==> config.mk <==
export PLATFORM = sky130hd
export DESIGN_NAME = bf16_addsub_top
export DESIGN_NICKNAME = d
export VERILOG_FILES = /design/src/bf16_pkg.sv /design/src/bf16_stage_if.sv /design/src/bf16_align.sv /design/src/bf16_sig_unit.sv /design/src/bf16_shift_counter.sv /design/src/bf16_add_ctrl.sv /design/src/bf16_addsub_top.sv
export SDC_FILE = /design/constraint.sdc
export NUM_CORES = 1
export LEC_CHECK = 0
export ABC_CLOCK_PERIOD_IN_PS = 3500
export BUFFER_PORTS_ARGS = -buffer_cell sky130_fd_sc_hd__buf_4
export CORE_UTILIZATION = 40
export DETAILED_ROUTE_END_ITERATION = 10
export SLEW_MARGIN = 20
export SYNTH_ARGS = -nofsm -noshare
export SYNTH_HDL_FRONTEND = slang
export SYNTH_HIERARCHICAL = 1
export SYNTH_SLANG_ARGS = --single-unit
export TNS_END_PERCENT = 50
==> constraint.sdc <==
create_clock -name clk -period 3.5 [get_ports clk]
set_clock_uncertainty 0.05 [all_clocks]
set_input_delay 0.35 -clock clk [delete_from_list [all_inputs] [get_ports clk]]
set_output_delay 0.35 -clock clk [all_outputs]
set_load 0.05 [all_outputs]
==> src/bf16_pkg.sv <==
package bf16_pkg;

	// bfloat16 field layout
	// sign on top, then exponent, then stored mantissa
	localparam int BF16_W = 16;
	localparam int EXP_W = 8;
	localparam int MAN_W = 7;
	localparam int SIGN_POS = BF16_W - 1;
	localparam int EXP_LSB = MAN_W;

	// significand width including the hidden one
	localparam int FRAC_W = MAN_W + 1;

	// width of the normalise shift count
	localparam int SHIFT_CNT_W = 4;

	typedef logic [BF16_W-1:0] bf16_t;
	typedef logic [EXP_W-1:0] exp_t;
	typedef logic [MAN_W-1:0] man_t;
	typedef logic [SHIFT_CNT_W-1:0] shift_cnt_t;

	// largest finite exponent, used when the sum overflows
	localparam exp_t EXP_MAX_FINITE = 8'd254;

	// controller sequence
	// align, combine and fix run once, norm loops
	typedef enum logic [2:0]
	{
		ST_IDLE = 3'd0,
		ST_ALIGN = 3'd1,
		ST_COMBINE = 3'd2,
		ST_FIX = 3'd3,
		ST_NORM = 3'd4,
		ST_DONE = 3'd5
	} add_state_t;

endpackage

==> src/bf16_stage_if.sv <==
`timescale 1ns/10ps

interface bf16_stage_if #(
	parameter int GUARD_BITS = 3
);
	import bf16_pkg::*;

	// carry bit + hidden bit + mantissa + guard bits
	localparam int SIG_W = FRAC_W + GUARD_BITS + 1;

	// exponent of the larger operand, also the starting result exponent
	exp_t big_exp;
	// both significands already lined up to big_exp
	logic [SIG_W-1:0] sig_big;
	logic [SIG_W-1:0] sig_small;
	logic sign_big;
	// signs differ once op_sub has been applied to b
	logic eff_sub;
	// nothing left of the small operand
	logic zero_small;

	modport src (output big_exp, sig_big, sig_small, sign_big, eff_sub, zero_small);
	modport dst (input big_exp, sig_big, sig_small, sign_big, eff_sub, zero_small);

endinterface

==> src/bf16_align.sv <==
`timescale 1ns/10ps

module bf16_align #(
	parameter int GUARD_BITS = 3
) (
	input logic clk,
	input logic rst_n,
	input logic capture,
	input bf16_pkg::bf16_t op_a,
	input bf16_pkg::bf16_t op_b,
	input logic op_sub,
	bf16_stage_if.src stage
);
	import bf16_pkg::*;

	localparam int SIG_W = FRAC_W + GUARD_BITS + 1;

	typedef logic [SIG_W-1:0] sig_t;

	// hidden one in front, guard bits zero, carry bit clear
	// exponent 0 stands for zero, the mantissa is dropped
	function automatic sig_t unpack_sig(bf16_t w);
		man_t man;
		man = w[MAN_W-1:0];
		if (w[EXP_LSB +: EXP_W] == '0)
			return '0;
		return {1'b0, 1'b1, man, {GUARD_BITS{1'b0}}};
	endfunction

	exp_t exp_a;
	exp_t exp_b;
	exp_t exp_diff;
	exp_t exp_big_n;
	logic sign_a;
	logic sign_b;
	logic a_is_big;
	sig_t sig_a;
	sig_t sig_b;
	sig_t sig_big_n;
	sig_t sig_small_n;
	sig_t lost_mask;
	sig_t small_shifted;
	logic sticky;

	always_comb
	begin
		exp_a = op_a[EXP_LSB +: EXP_W];
		exp_b = op_b[EXP_LSB +: EXP_W];
		sign_a = op_a[SIGN_POS];
		// a - b is a + (-b)
		sign_b = op_b[SIGN_POS] ^ op_sub;
		sig_a = unpack_sig(op_a);
		sig_b = unpack_sig(op_b);

		// ties go to a, so an equal-exponent difference can still go negative
		a_is_big = (exp_a >= exp_b);
		exp_big_n = a_is_big ? exp_a : exp_b;
		exp_diff = a_is_big ? (exp_a - exp_b) : (exp_b - exp_a);
		sig_big_n = a_is_big ? sig_a : sig_b;
		sig_small_n = a_is_big ? sig_b : sig_a;

		// everything below the shift amount is lost
		// once the distance reaches SIG_W the mask covers the whole word
		// and only the sticky bit survives
		lost_mask = ~({SIG_W{1'b1}} << exp_diff);
		sticky = |(sig_small_n & lost_mask);
		small_shifted = (sig_small_n >> exp_diff) | {{(SIG_W-1){1'b0}}, sticky};
	end

	// operand payload
	always_ff @(posedge clk)
	begin
		if (capture)
		begin
			stage.big_exp <= exp_big_n;
			stage.sig_big <= sig_big_n;
			stage.sig_small <= small_shifted;
		end
	end

	// flags steering the significand unit
	always_ff @(posedge clk)
	begin
		if (!rst_n)
		begin
			stage.sign_big <= 1'b0;
			stage.eff_sub <= 1'b0;
			stage.zero_small <= 1'b0;
		end
		else if (capture)
		begin
			stage.sign_big <= a_is_big ? sign_a : sign_b;
			stage.eff_sub <= sign_a ^ sign_b;
			stage.zero_small <= (small_shifted == '0);
		end
	end

endmodule

==> src/bf16_sig_unit.sv <==
`timescale 1ns/10ps

module bf16_sig_unit #(
	parameter int GUARD_BITS = 3
) (
	input logic clk,
	input logic rst_n,
	input logic combine,
	input logic fix,
	input logic norm_step,
	bf16_stage_if.dst stage,
	output logic norm_msb_set,
	output logic exp_low,
	output bf16_pkg::bf16_t result
);
	import bf16_pkg::*;

	localparam int SIG_W = FRAC_W + GUARD_BITS + 1;
	// position of the hidden one inside the working word
	localparam int HID_POS = SIG_W - 2;

	typedef logic [SIG_W-1:0] sig_t;

	// working significand with the carry bit on top
	sig_t acc;
	exp_t exp_r;
	logic sign_r;

	sig_t raw_sum;
	sig_t raw_diff;
	logic diff_neg;
	logic [EXP_W:0] exp_inc;
	logic sat;
	logic flush;
	man_t res_man;

	always_comb
	begin
		raw_sum = stage.sig_big + stage.sig_small;
		raw_diff = stage.sig_big - stage.sig_small;
		// only possible with equal exponents
		diff_neg = raw_diff[SIG_W-1];

		// carry out of the add bumps the exponent by one
		exp_inc = {1'b0, exp_r} + {{EXP_W{1'b0}}, acc[SIG_W-1]};
		// 255 and above cannot be encoded as finite
		sat = (exp_inc >= {1'b0, {EXP_W{1'b1}}});
	end

	// significand path
	always_ff @(posedge clk)
	begin
		if (combine)
		begin
			if (stage.zero_small)
				acc <= stage.sig_big;
			else if (!stage.eff_sub)
				acc <= raw_sum;
			else if (diff_neg)
				// back to sign-magnitude
				acc <= -raw_diff;
			else
				acc <= raw_diff;
		end
		else if (fix)
		begin
			if (acc != '0 && sat)
				acc <= {1'b0, {(SIG_W-1){1'b1}}};
			else if (acc[SIG_W-1])
				// one bit right with the dropped bit folded into sticky
				acc <= {1'b0, acc[SIG_W-1:2], acc[1] | acc[0]};
		end
		else if (norm_step)
		begin
			acc <= acc << 1;
		end
	end

	// exponent and sign
	always_ff @(posedge clk)
	begin
		if (!rst_n)
		begin
			exp_r <= '0;
			sign_r <= 1'b0;
		end
		else if (combine)
		begin
			exp_r <= stage.big_exp;
			// negated difference flips the result sign
			if (stage.eff_sub && !stage.zero_small && diff_neg)
				sign_r <= ~stage.sign_big;
			else
				sign_r <= stage.sign_big;
		end
		else if (fix)
		begin
			if (acc == '0)
			begin
				// exact cancellation gives +0
				exp_r <= '0;
				sign_r <= 1'b0;
			end
			else if (sat)
				exp_r <= EXP_MAX_FINITE;
			else
				exp_r <= exp_inc[EXP_W-1:0];
		end
		else if (norm_step)
		begin
			exp_r <= exp_r - exp_t'(1);
		end
	end

	// status for the normalise loop
	assign norm_msb_set = acc[HID_POS];
	// one more shift would hit exponent 0
	assign exp_low = (exp_r <= exp_t'(1));

	// pack with the guard bits truncated
	// zero exponent or a missing hidden one flushes to +0
	always_comb
	begin
		res_man = acc[GUARD_BITS +: MAN_W];
		flush = (exp_r == '0) || !acc[HID_POS];
		if (flush)
			result = '0;
		else
			result = {sign_r, exp_r, res_man};
	end

endmodule

==> src/bf16_shift_counter.sv <==
`timescale 1ns/10ps

module bf16_shift_counter #(
	parameter int GUARD_BITS = 3
) (
	input logic clk,
	input logic rst_n,
	input logic cnt_clear,
	input logic norm_step,
	output logic cnt_done
);
	import bf16_pkg::*;

	// enough shifts to walk a sticky-only result up to the hidden bit
	localparam shift_cnt_t SHIFT_LIMIT = shift_cnt_t'(FRAC_W + GUARD_BITS);

	shift_cnt_t cnt;

	always_ff @(posedge clk)
	begin
		if (!rst_n)
			cnt <= '0;
		else if (cnt_clear)
			cnt <= '0;
		else if (norm_step && !cnt_done)
			cnt <= cnt + shift_cnt_t'(1);
	end

	// hard bound on the loop
	assign cnt_done = (cnt == SHIFT_LIMIT);

endmodule

==> src/bf16_add_ctrl.sv <==
`timescale 1ns/10ps

module bf16_add_ctrl (
	input logic clk,
	input logic rst_n,
	input logic in_valid,
	output logic in_ready,
	output logic out_valid,
	input logic out_ready,
	output logic capture,
	output logic combine,
	output logic fix,
	output logic norm_step,
	output logic cnt_clear,
	input logic norm_msb_set,
	input logic exp_low,
	input logic cnt_done
);
	import bf16_pkg::*;

	add_state_t state;
	add_state_t state_next;
	logic norm_exit;

	// normalised, out of exponent range, or out of shifts
	assign norm_exit = norm_msb_set | exp_low | cnt_done;

	always_ff @(posedge clk)
	begin
		if (!rst_n)
			state <= ST_IDLE;
		else
			state <= state_next;
	end

	always_comb
	begin
		state_next = state;
		in_ready = 1'b0;
		out_valid = 1'b0;
		capture = 1'b0;
		combine = 1'b0;
		fix = 1'b0;
		norm_step = 1'b0;
		cnt_clear = 1'b0;

		case (state)
		ST_IDLE:
		begin
			in_ready = 1'b1;
			if (in_valid)
			begin
				capture = 1'b1;
				state_next = ST_ALIGN;
			end
		end
		// aligned operands are on the stage bus now
		ST_ALIGN:
			state_next = ST_COMBINE;
		ST_COMBINE:
		begin
			combine = 1'b1;
			state_next = ST_FIX;
		end
		ST_FIX:
		begin
			fix = 1'b1;
			cnt_clear = 1'b1;
			state_next = ST_NORM;
		end
		// one left shift per cycle until the exit test holds
		ST_NORM:
		begin
			if (norm_exit)
				state_next = ST_DONE;
			else
				norm_step = 1'b1;
		end
		// result held until taken
		ST_DONE:
		begin
			out_valid = 1'b1;
			if (out_ready)
				state_next = ST_IDLE;
		end
		default:
			state_next = ST_IDLE;
		endcase
	end

endmodule

==> src/bf16_addsub_top.sv <==
`timescale 1ns/10ps

module bf16_addsub_top #(
	parameter int GUARD_BITS = 3
) (
	input logic clk,
	input logic rst_n,
	input logic in_valid,
	output logic in_ready,
	input bf16_pkg::bf16_t op_a,
	input bf16_pkg::bf16_t op_b,
	input logic op_sub,
	output logic out_valid,
	input logic out_ready,
	output bf16_pkg::bf16_t result
);

	// step strobes from the controller
	logic capture;
	logic combine;
	logic fix;
	logic norm_step;
	logic cnt_clear;
	// loop status back to the controller
	logic norm_msb_set;
	logic exp_low;
	logic cnt_done;

	// aligner to significand unit
	bf16_stage_if #(.GUARD_BITS(GUARD_BITS)) stage ();

	bf16_align #(.GUARD_BITS(GUARD_BITS)) u_align (
		.clk(clk),
		.rst_n(rst_n),
		.capture(capture),
		.op_a(op_a),
		.op_b(op_b),
		.op_sub(op_sub),
		.stage(stage.src)
	);

	bf16_sig_unit #(.GUARD_BITS(GUARD_BITS)) u_sig_unit (
		.clk(clk),
		.rst_n(rst_n),
		.combine(combine),
		.fix(fix),
		.norm_step(norm_step),
		.stage(stage.dst),
		.norm_msb_set(norm_msb_set),
		.exp_low(exp_low),
		.result(result)
	);

	bf16_shift_counter #(.GUARD_BITS(GUARD_BITS)) u_shift_counter (
		.clk(clk),
		.rst_n(rst_n),
		.cnt_clear(cnt_clear),
		.norm_step(norm_step),
		.cnt_done(cnt_done)
	);

	bf16_add_ctrl u_ctrl (
		.clk(clk),
		.rst_n(rst_n),
		.in_valid(in_valid),
		.in_ready(in_ready),
		.out_valid(out_valid),
		.out_ready(out_ready),
		.capture(capture),
		.combine(combine),
		.fix(fix),
		.norm_step(norm_step),
		.cnt_clear(cnt_clear),
		.norm_msb_set(norm_msb_set),
		.exp_low(exp_low),
		.cnt_done(cnt_done)
	);

endmodule

Word-level counts from Yosys, hierarchy flattened
Index checks and enable logic that the tools add are counted.

cells by class
  bitwise gates (word level) = 10
  shift operators = 2
  eq/ne operators = 10
  reductions and logical operators = 23
  muxes and demuxes = 41
  add/sub/neg operators = 8
  $lt $le $gt $ge = 3

operators with widths
  cell                   count
  $mux 12                13
  $mux 8                 7
  $logic_not 12->1       2
  $logic_not 8->1        3
  $pmux 3 s6             1
  $mux 16                1
  $sub 8x8->8            2
  $mux 1                 15
  $add 12x12->12         1
  $and 12x12->12         1
  $neg 12->12            1
  $not 12->12            1
  $or 12x1->12           1
  $reduce_bool 12->1     1
  $reduce_or 12->1       1
  $shl 12x8->12 const A  1
  $shr 12x8->12          1
  $sub 12x12->12         1
  $mux 11                1
  $add 8x1->9            1
  $ge 9x8->1 const B     1
  $mux 3                 3
  $ge 8x8->1             1
  $le 8x1->1 const B     1
  21 further kinds       35

word-level totals
  output and inout bits = 18
  bits in registers = 63
  logic and storage cells = 109

Logic depth before layout (Yosys ltp)
Gate-level depths: netlist (run 1).

  depth after elaboration = 8
  gate-level depth with buffers = 15
  depth with buffers taken out = 13

Cells and area by module
Netlist (run 1), hierarchy kept.

modules (own cells, without submodules)
  module              area each (µm²)  cells each  instances
  bf16_align          3076.7           394         1
  bf16_sig_unit       3074.2           411         1
  bf16_add_ctrl       188.9            24          1
  bf16_shift_counter  188.9            21          1

Worst setup path after synthesis (run 1)
Ideal clock, no wire load.

  path type = register -> register
  from = register u_ctrl.state[1]
  to = register u_align.stage.zero_small
  buffers on the path = 0
  data arrival time = 3111 ps
  stages on the path, launching flop included = 6
  setup slack = 270 ps
  cell sequence = dfxtp_1 nor3_1 and2_1 o2111ai_1 or4_1 o21ai_1

between the ends
  longest elaborated chain between the ends = 2

RTL lines
  element                 RTL line               RTL
  from (decl)             bf16_add_ctrl.sv:21    add_state_t state;
  from (signal assigned)  bf16_add_ctrl.sv:33    state <= state_next;
  $logic_not 3->1         bf16_add_ctrl.sv:47    case (state)
  $mux 1                  bf16_add_ctrl.sv:47
  named net capture       bf16_addsub_top.sv:19  logic capture;
  to (signal assigned)    bf16_align.sv:94       stage.zero_small <= (small_shifted == '0);
  to (decl)               bf16_stage_if.sv:22    modport src (output big_exp, sig_big, sig_small, sign_big, eff_sub, zero_small);

The timed path passes the listed nets, and every way through them passes these cells.
A chain may end at the register's enable or synchronous reset.

Worst setup path after layout (run 1)
  from = register u_align.stage.sig_small[0]
  to = register u_sig_unit.acc[10] (data pin)

between the ends
  longest elaborated chain between the ends = 6

RTL lines
  element                 RTL line             RTL
  from (decl)             bf16_stage_if.sv:22
  from (signal assigned)  bf16_align.sv:77     stage.sig_small <= small_shifted;
  $sub 12x12->12          bf16_sig_unit.sv:40  raw_diff = stage.sig_big - stage.sig_small;
  $neg 12->12             bf16_sig_unit.sv:61  acc <= -raw_diff;
  $mux 12                 bf16_sig_unit.sv:59  else if (diff_neg)
  $mux 12 *               bf16_sig_unit.sv:57  else if (!stage.eff_sub)
  $mux 12 *               bf16_sig_unit.sv:55  if (stage.zero_small)
  $mux 12 *               bf16_sig_unit.sv:53  if (combine)
  to (signal assigned)    bf16_sig_unit.sv:56  acc <= stage.sig_big;
  to (signal assigned)    bf16_sig_unit.sv:58  acc <= raw_sum;
  to (signal assigned)    bf16_sig_unit.sv:61
  to (decl)               bf16_sig_unit.sv:25  sig_t acc;

Mark *: on every way between the ends. The rest lies on a longest branch, timed or not.

==> results of run 1 <==
critical path, stage by stage (launching register included):
cell and delay (ps):
edfxtp_1 430, ha_1 240, inv_1 70, fa_1 390, a21oi_1 230, o211ai_1 200
a21oi_1 210, xor2_1 230, nand2_1 90, nor4bb_1 310, buf_4 170, nor4b_1 40
a311oi_1 270, a21oi_1 100
final timing paths:
| kind | from | to | slack (ps) | depth (start not counted) |
|---|---|---|---|---|
| worst max register to register | u_align/stage.sig_small[0]$_DFFE_PP_ | u_sig_unit/acc[10]$_DFFE_PP_ | 210 | 13 |
| worst max-delay path | u_align/stage.sig_small[0]$_DFFE_PP_ | u_sig_unit/acc[10]$_DFFE_PP_ | 210 | 13 |
| worst min register to register | u_shift_counter/cnt[1]$_SDFFE_PP0P_ | u_shift_counter/cnt[1]$_SDFFE_PP0P_ | 450 | 2 |
| worst min-delay path | out_ready | u_ctrl/state[0]$_SDFFE_PN0P_ | 250 | 3 |
registers in the layout (all words and copies together) (netlist names):
signal and count:
u_align/stage.eff_sub 1, u_sig_unit/sign_r 1, u_shift_counter/cnt 4, u_align/stage.sig_big 8, u_align/stage.sign_big 1, u_ctrl/state 3
u_align/stage.zero_small 1, u_align/stage.big_exp 8, u_align/stage.sig_small 11, u_sig_unit/exp_r 8, u_sig_unit/acc 12
through the flow:
step	util [%]	hold slack (ps)	std cells	worst slack [ps]	area, um^2
final	48.0	246	1134	214	7630
after global routing	48.0	246	1134	49.7	7630
after CTS	48.0	233	1134	189	7620
after detailed placement	46.0	448	1118	22.0	7300
after global placement	46.0	439	1118	39.2	7300
after floorplan	-	418	854	270	6540
cell usage in the layout, fill, tap and decap left out, drive strengths merged, types with 5 or more instances in the layout:
master and n:
nand4 13, nand3 26, nor3 20, nor2b 10, xnor2 19, o31ai 8
mux2i 18, edfxtp 39, o211ai 15, nor4 9, o21a 9, buf 101
and3 9, a31oi 15, nor2 77, or3 14, o22ai 19, o21bai 7
nand2b 13, nand2 74, a211oi 14, a21oi 60, or4 5, clkbuf 13
conb 5, xor2 11, dfxtp 19, ha 44, inv 60, o21ai 67
o221ai 7, and2 23
power by group:
part           switching, mW  internal [mW]  leakage (nW)
Combinational           1.03          0.706          2.43
Sequential             0.104          0.847         0.522
Clock                  0.283          0.659         0.157
Total                   1.42           2.21          3.11
cell families (layout without fill, tap and decap cells):
family	count (synthesis)	in the layout
simple gates	307	307
other cells	1	5
buf+inv	114	178
xor+xnor	30	30
flops	58	58
fa+ha+maj	48	48
mux	22	22
compound gates	270	270
metal layers:
metal	track usage [%]	part of all wire, %	vias up
li1	-	-	3239
met1	30.4	47	3024
met2	36.8	45	247
met3	2.30	6.0	25
met4	7.87	1.5	0
met5	0	0	-
final cells by class:
| type | instances | area, um^2 | share of cell area (%) |
|---|---|---|---|
| multi-input combinational | 682 | 4500 | 58.9 |
| sequential | 58 | 1550 | 20.3 |
| timing repair buffer | 101 | 758 | 9.94 |
| tap | 216 | 270 | 3.54 |
| clock buffer | 13 | 260 | 3.41 |
| inverter | 61 | 229 | 3.00 |
| clock inverter | 3 | 63.8 | 0.836 |
==> out/results.md, run 1 <==
| Quantity | Value |
|---|---|
| Final count of pins violating max slew | 0 |
| Total power draw | 3.63 mW |
| # resized after CTS | 0 |
| Maximum number of pins on one net before global-route repair | 34 |
| Post-route minimum period | 3290 ps |
| IR Drop Worst-Case VDD | 189 uV |
| Synthesis-to-layout area growth | 16.9% |
| Number of buffers created by CTS | 9 |
| Maximum count of clock buffers along a single path | 2 |
| Async S/R FF share, synth | 0% |
| Fill cell total of the finished layout | 1,616 |
| Count of synthesis-stage warnings from yosys | 6 |
| Number of nets in the layout | 998 |
| Synthesized-area fraction occupied by ao, oa, aoi and oai cells | 27.7% |
| WP data required | 3510 ps |
| Synthesized area | 6530 um^2 |
| Flops & latches, synth | 58 |
| FMAX | 304 MHz |
| Synth Instances | 850 |
| Average wire length per cell after detail routing | 16.4 um |
| Number of iterations in the first detailed-routing pass | 5 |
| Register area share after synthesis | 23.8% |
| Fraction of synthesized cell area in xor and xnor cells | 4.02% |
| Leakage | 3.11 nW |
| Setup repair after global routing missed its margin | false |
| Synth area leader | edfxtp_1 |
| Cell types occupying the most area after synthesis | edfxtp_1 (18%), ha_1 (8.4%), dfxtp_1 (5.8%) |
| Run status | completed |
| Crit path DAT | 3300 ps |
| Yosys top cell area share | 17.9% |
| Setup violations, final | 0 |
| DRC violation count after routing | 0 |
| TritonCTS clock tree | done |
| Mux cell area share after synthesis | 3.45% |
| Final period utilization | 93.9% |
| Placer's final routability congestion estimate | 0.910 |
| Setup bufs post-CTS | 0 |
| Sinks on Clock Net | 58 |
| Relative max-transition margin | 43.8% |
| Leftover overflow at the end of global routing | 0 |
| Initial cell density of the core | 41.1% |
| Path type of the worst setup path | register to register |
| Most common cell in the netlist | nor2_1 |
| I/O pins | 55 |
| Class of the worst hold path | primary input to register |
| Number of antenna violations at the first check in global routing | 0 |
| Count of buffers inserted at the top-level ports | 54 |
| Clock latency of the later-clocked register in the worst-skew pair | 320 ps |
| Tightest Pin Transition | 821 ps |
| Vertical die dimension | 130 um |
| Via Count | 6,535 |
| Area fraction in and, or, nand and nor cells after synthesis | 23.6% |
| Crit start category | register |
| Dominant combinational cell family by area after synthesis | compound AO/OA/AOI/OAI gates |
| Number of H-tree levels | 3 |
| Global-route wire length before repair | 29,800 um |
| Crit path capture type | register |
| Via-per-instance ratio | 5.76 |
| Number of max-cap violations | 0 |
| Flip-flop cell with the highest count after synthesis | edfxtp_1 |
| Vias in the first global route | 6,084 |
| Clock-pin slew on the worst setup and hold paths | 50 ps |
| Max FO, Critical Path | 3 |
| Number of hold buffers added after cts | 0 |
| Share of layout cells above drive strength 1 | 15.4% |
| Post-synthesis average cell area | 7.68 um^2 |
| Drt first-iter violations | 489 |
| Die Footprint | 16,800 um^2 |
| Post-route ant nets | 0 |
| Aggregate negative setup slack | 0 ps |
| Final hold vios | 0 |
| Number of library cell types mapped by synthesis | 86 |
| Total Routed Length | 18,600 um |
| Number of antenna cells inserted | 0 |
| P per Cell Area | 476 nW/um^2 |
| Cell at the root of the clock tree | clkbuf_16 |
| Core area | 15,900 um^2 |
| Number of enable flip-flop cells after synthesis | 39 |
| Synthesized-area fraction occupied by adder cells | 9.66% |
| Top cells by instance count after synthesis | nor2_1 (76), nand2_1 (73), inv_1 (60), a21oi_1 (58), o21ai_0 (56) |
| Number of placement rows | 46 |
| Detailed placer's ending HPWL | 14,500 um |
| Total track usage | 22.3% |
| Floorplan die width | 130 um |
Power figures use the tool's default switching activity.
==> run 2: changes to the inputs <==
--- a/config.mk
+++ b/config.mk
@@ -5,7 +5,7 @@
 export SDC_FILE = /design/constraint.sdc
 export NUM_CORES = 1
 export LEC_CHECK = 0
-export ABC_CLOCK_PERIOD_IN_PS = 3500
+export ABC_CLOCK_PERIOD_IN_PS = 4100
 export BUFFER_PORTS_ARGS = -buffer_cell sky130_fd_sc_hd__buf_4
 export CORE_UTILIZATION = 40
 export DETAILED_ROUTE_END_ITERATION = 10
==> constraint.sdc (replaced) <==
create_clock -name clk -period 4.1 [get_ports clk]
set_clock_uncertainty 0.05 [all_clocks]
set_input_delay 0.41 -clock clk [delete_from_list [all_inputs] [get_ports clk]]
set_output_delay 0.41 -clock clk [all_outputs]
set_load 0.05 [all_outputs]
==> out/results.md, run 2 (synthesis gave the netlist of run 1 again) <==
| Quantity | Value | vs previous |
|---|---|---|
| Leading cell type in the layout, fill and taps excluded | nor2_1 | was buf_4 |
| Share of layout cells above drive strength 1 | 12.4% | was 15.4% |
| Number of buffers created by CTS | 9 | unchanged |
| Number of H-tree levels | 3 | unchanged |
| Drt first-iter violations | 461 | was 489 |
| Number of max-cap violations | 0 | unchanged |
| Top library cells by usage in the layout, fill and taps aside | nor2_1 (76), nand2_1 (73), buf_4 (70) | was buf_4 (101), nor2_1 (76), nand2_1 (73) |
| Final count of pins violating max slew | 0 | unchanged |
| Number of hold buffers added after cts | 0 | unchanged |
| Setup bufs post-CTS | 0 | unchanged |
| Cell type of the slowest stage on the worst timing path | fa_1 | was edfxtp_1 |
| Multi-input gate area in the final layout | 4490 um^2 | was 4500 um^2 |
| Crit start category | register | unchanged |
| Cell at the root of the clock tree | clkbuf_16 | unchanged |
| Final standard cell area without fillers | 7330 um^2 | was 7630 um^2 |
| DRC violation count after routing | 0 | unchanged |
| Final period utilization | 85.6% | was 93.9% |
| Initial cell density of the core | 41.1% | unchanged |
| Core area | 15,900 um^2 | unchanged |
| Sequence of cells on the critical path | ha_1 > inv_1 > fa_1 > a21oi_1 > o211ai_1 > o22ai_1 > xnor2_1 > nor2_1 > nor4bb_1 > nor4b_1 > a311oi_1 > a21oi_1 | was ha_1 > inv_1 > fa_1 > a21oi_1 > o211ai_1 > a21oi_1 > xor2_1 > nand2_1 > nor4bb_1 > buf_4 > nor4b_1 > a311oi_1 > a21oi_1 |
| Aggregate negative setup slack | 0 ps | unchanged |
| Setup repair after global routing missed its margin | false | unchanged |
| Maximum cell stage delay along the critical path | 470 ps | was 430 ps |
| Path type of the worst setup path | register to register | unchanged |
| Max FO, Critical Path | 6 | was 3 |
| Final hold vios | 0 | unchanged |
| Number of flip-flops in the largest register | 12 | unchanged |
| # resized after CTS | 0 | unchanged |
| Startpoint of the most critical hold path | out_ready | unchanged |
| CP dominant cell by count | a21oi_1 | unchanged |
| Number of nets in the layout | 967 | was 998 |
| Number of buffers and inverters on the critical path | 1 | was 2 |
| Placer's final routability congestion estimate | 0.884 | was 0.910 |
| Clock-pin slew on the worst setup and hold paths | 50 ps | about the same |
| Total track usage | 22.1% | was 22.3% |
| Number of antenna cells inserted | 0 | unchanged |
| Number of iterations in the first detailed-routing pass | 5 | unchanged |
| Clock latency of the later-clocked register in the worst-skew pair | 320 ps | about the same |
| Instance count along the most critical hold path | 3 | unchanged |
| Worst R2R Start | u_align/stage.sig_small[0]$_DFFE_PP_ | unchanged |
| Relative max-transition margin | 38.9% | was 43.8% |
| Register name with the most flops | u_sig_unit/acc | unchanged |
| Synthesis-to-layout area growth | 12.3% | was 16.9% |
| Tightest Pin Transition | 917 ps | was 821 ps |
| Number of placement rows | 46 | unchanged |
| Largest registers | u_sig_unit/acc x12, u_align/stage.sig_small x11 | unchanged |
| FMAX | 285 MHz | was 304 MHz |
| Crit path capture type | register | unchanged |
| Capturing point of the worst reg2reg path | u_sig_unit/acc[10]$_DFFE_PP_ | unchanged |
| # placed instances | 1,087 | was 1,118 |
| End point of the worst hold path | u_ctrl/state[0]$_SDFFE_PN0P_ | unchanged |
| IR Drop Worst-Case VDD | 181 uV | was 189 uV |
| P per Cell Area | 394 nW/um^2 | was 476 nW/um^2 |
| Floorplan die width | 130 um | unchanged |
| Vias in the first global route | 5,869 | was 6,084 |
| Maximum count of clock buffers along a single path | 2 | unchanged |
| Via-per-instance ratio | 5.81 | was 5.76 |
| Global-route wire length before repair | 29,600 um | was 29,800 um |
| Count of buffers inserted at the top-level ports | 54 | unchanged |
| Leakage | 2.93 nW | was 3.11 nW |
| Top Family by Delay on Critical Path | compound AO/OA/AOI/OAI gates | unchanged |
| Leftover overflow at the end of global routing | 0 | unchanged |
| Post-placement cell area | 7070 um^2 | was 7300 um^2 |
| Fill cell total of the finished layout | 1,662 | was 1,616 |
| R2R depth | 12 | was 13 |
| Detailed placer's ending HPWL | 14,200 um | was 14,500 um |
| Number of antenna violations at the first check in global routing | 0 | unchanged |
| Total Routed Length | 18,200 um | was 18,600 um |
| Sinks on Clock Net | 58 | unchanged |
| Count of non-filler cells in the finished layout | 1,103 | was 1,134 |
| Post-route minimum period | 3510 ps | was 3290 ps |
| I/O pins | 55 | unchanged |
| Class of the worst hold path | primary input to register | unchanged |
| Post-route ant nets | 0 | unchanged |
| Sequential cell area | 1550 um^2 | unchanged |
| Via Count | 6,408 | was 6,535 |
| Vertical die dimension | 130 um | unchanged |
| Average wire length per cell after detail routing | 16.5 um | was 16.4 um |
| Register-to-Register Setup Slack | 590 ps | was 210 ps |
| Die Footprint | 16,800 um^2 | unchanged |
| Run status | completed | unchanged |
| Maximum number of pins on one net before global-route repair | 34 | unchanged |
| TritonCTS clock tree | done | unchanged |
| Setup violations, final | 0 | unchanged |
| WP data required | 4120 ps | was 3510 ps |
| Crit path DAT | 3530 ps | was 3300 ps |
-- run 2: cell count changes in the layout (fill, tap and decap cells not counted), sizes merged --
cell / change
buf: -31
bufinv: -2
clkbuf: -3
clkinv: +3
clkinvlp: +2
-- run 2: where the power goes --
group / switching [mW] / internal (mW)
sequential: 0.0791 / 0.723
clock: 0.255 / 0.402
combinational: 0.879 / 0.547
total: 1.21 / 1.67
-- run 2: through the flow --
step | util [%] | hold WS [ps] | worst slack [ps] | power [mW]
finish | 46.1 | 310 | 592 | 2.89
global route | 46.1 | 345 | 295 | 3.08
CTS | 46.1 | 301 | 662 | 2.88
detailed placement | 44.5 | 445 | 362 | 2.21
global placement | 44.5 | 444 | 438 | 2.21
floorplan | - | 421 | 815 | 1.87
-- run 2: area by class of cell --
| class | count | share of cell area, % |
|---|---|---|
| multi-input combinational | 682 | 61.3 |
| sequential | 58 | 21.2 |
| timing repair buffer | 70 | 7.17 |
| tap | 216 | 3.69 |
| clock buffer | 10 | 3.12 |
| inverter | 61 | 3.12 |
| clock inverter | 6 | 0.461 |
-- run 2: routing by layer --
layer / wire length [um] / track usage, %
met4: 337 / 7.73
met5: 0 / 0
met1: 8670 / 30.5
met2: 8240 / 36.0
met3: 936 / 2.46
-- run 2: worst max-delay path by stage --
| stage | startpoint | to | slack (ps) | depth (start not counted) |
|---|---|---|---|---|
| floorplan | op_a[7] | u_align/stage.zero_small$_SDFFE_PN0P_ | 820 | 14 |
| global placement | op_a[7] | u_align/stage.zero_small$_SDFFE_PN0P_ | 440 | 14 |
| detailed placement | op_a[7] | u_align/stage.zero_small$_SDFFE_PN0P_ | 360 | 14 |
| CTS | u_align/stage.sig_small[0]$_DFFE_PP_ | u_sig_unit/acc[10]$_DFFE_PP_ | 660 | 12 |
| global route | u_align/stage.sig_small[0]$_DFFE_PP_ | u_sig_unit/acc[10]$_DFFE_PP_ | 300 | 12 |
| finish | u_align/stage.sig_small[0]$_DFFE_PP_ | u_sig_unit/acc[10]$_DFFE_PP_ | 590 | 12 |
-- run 2: worst min-delay path, cell delays in order --
cell	delay, ps
buf_4	90
nor2b_1	30
o2bb2ai_1	100
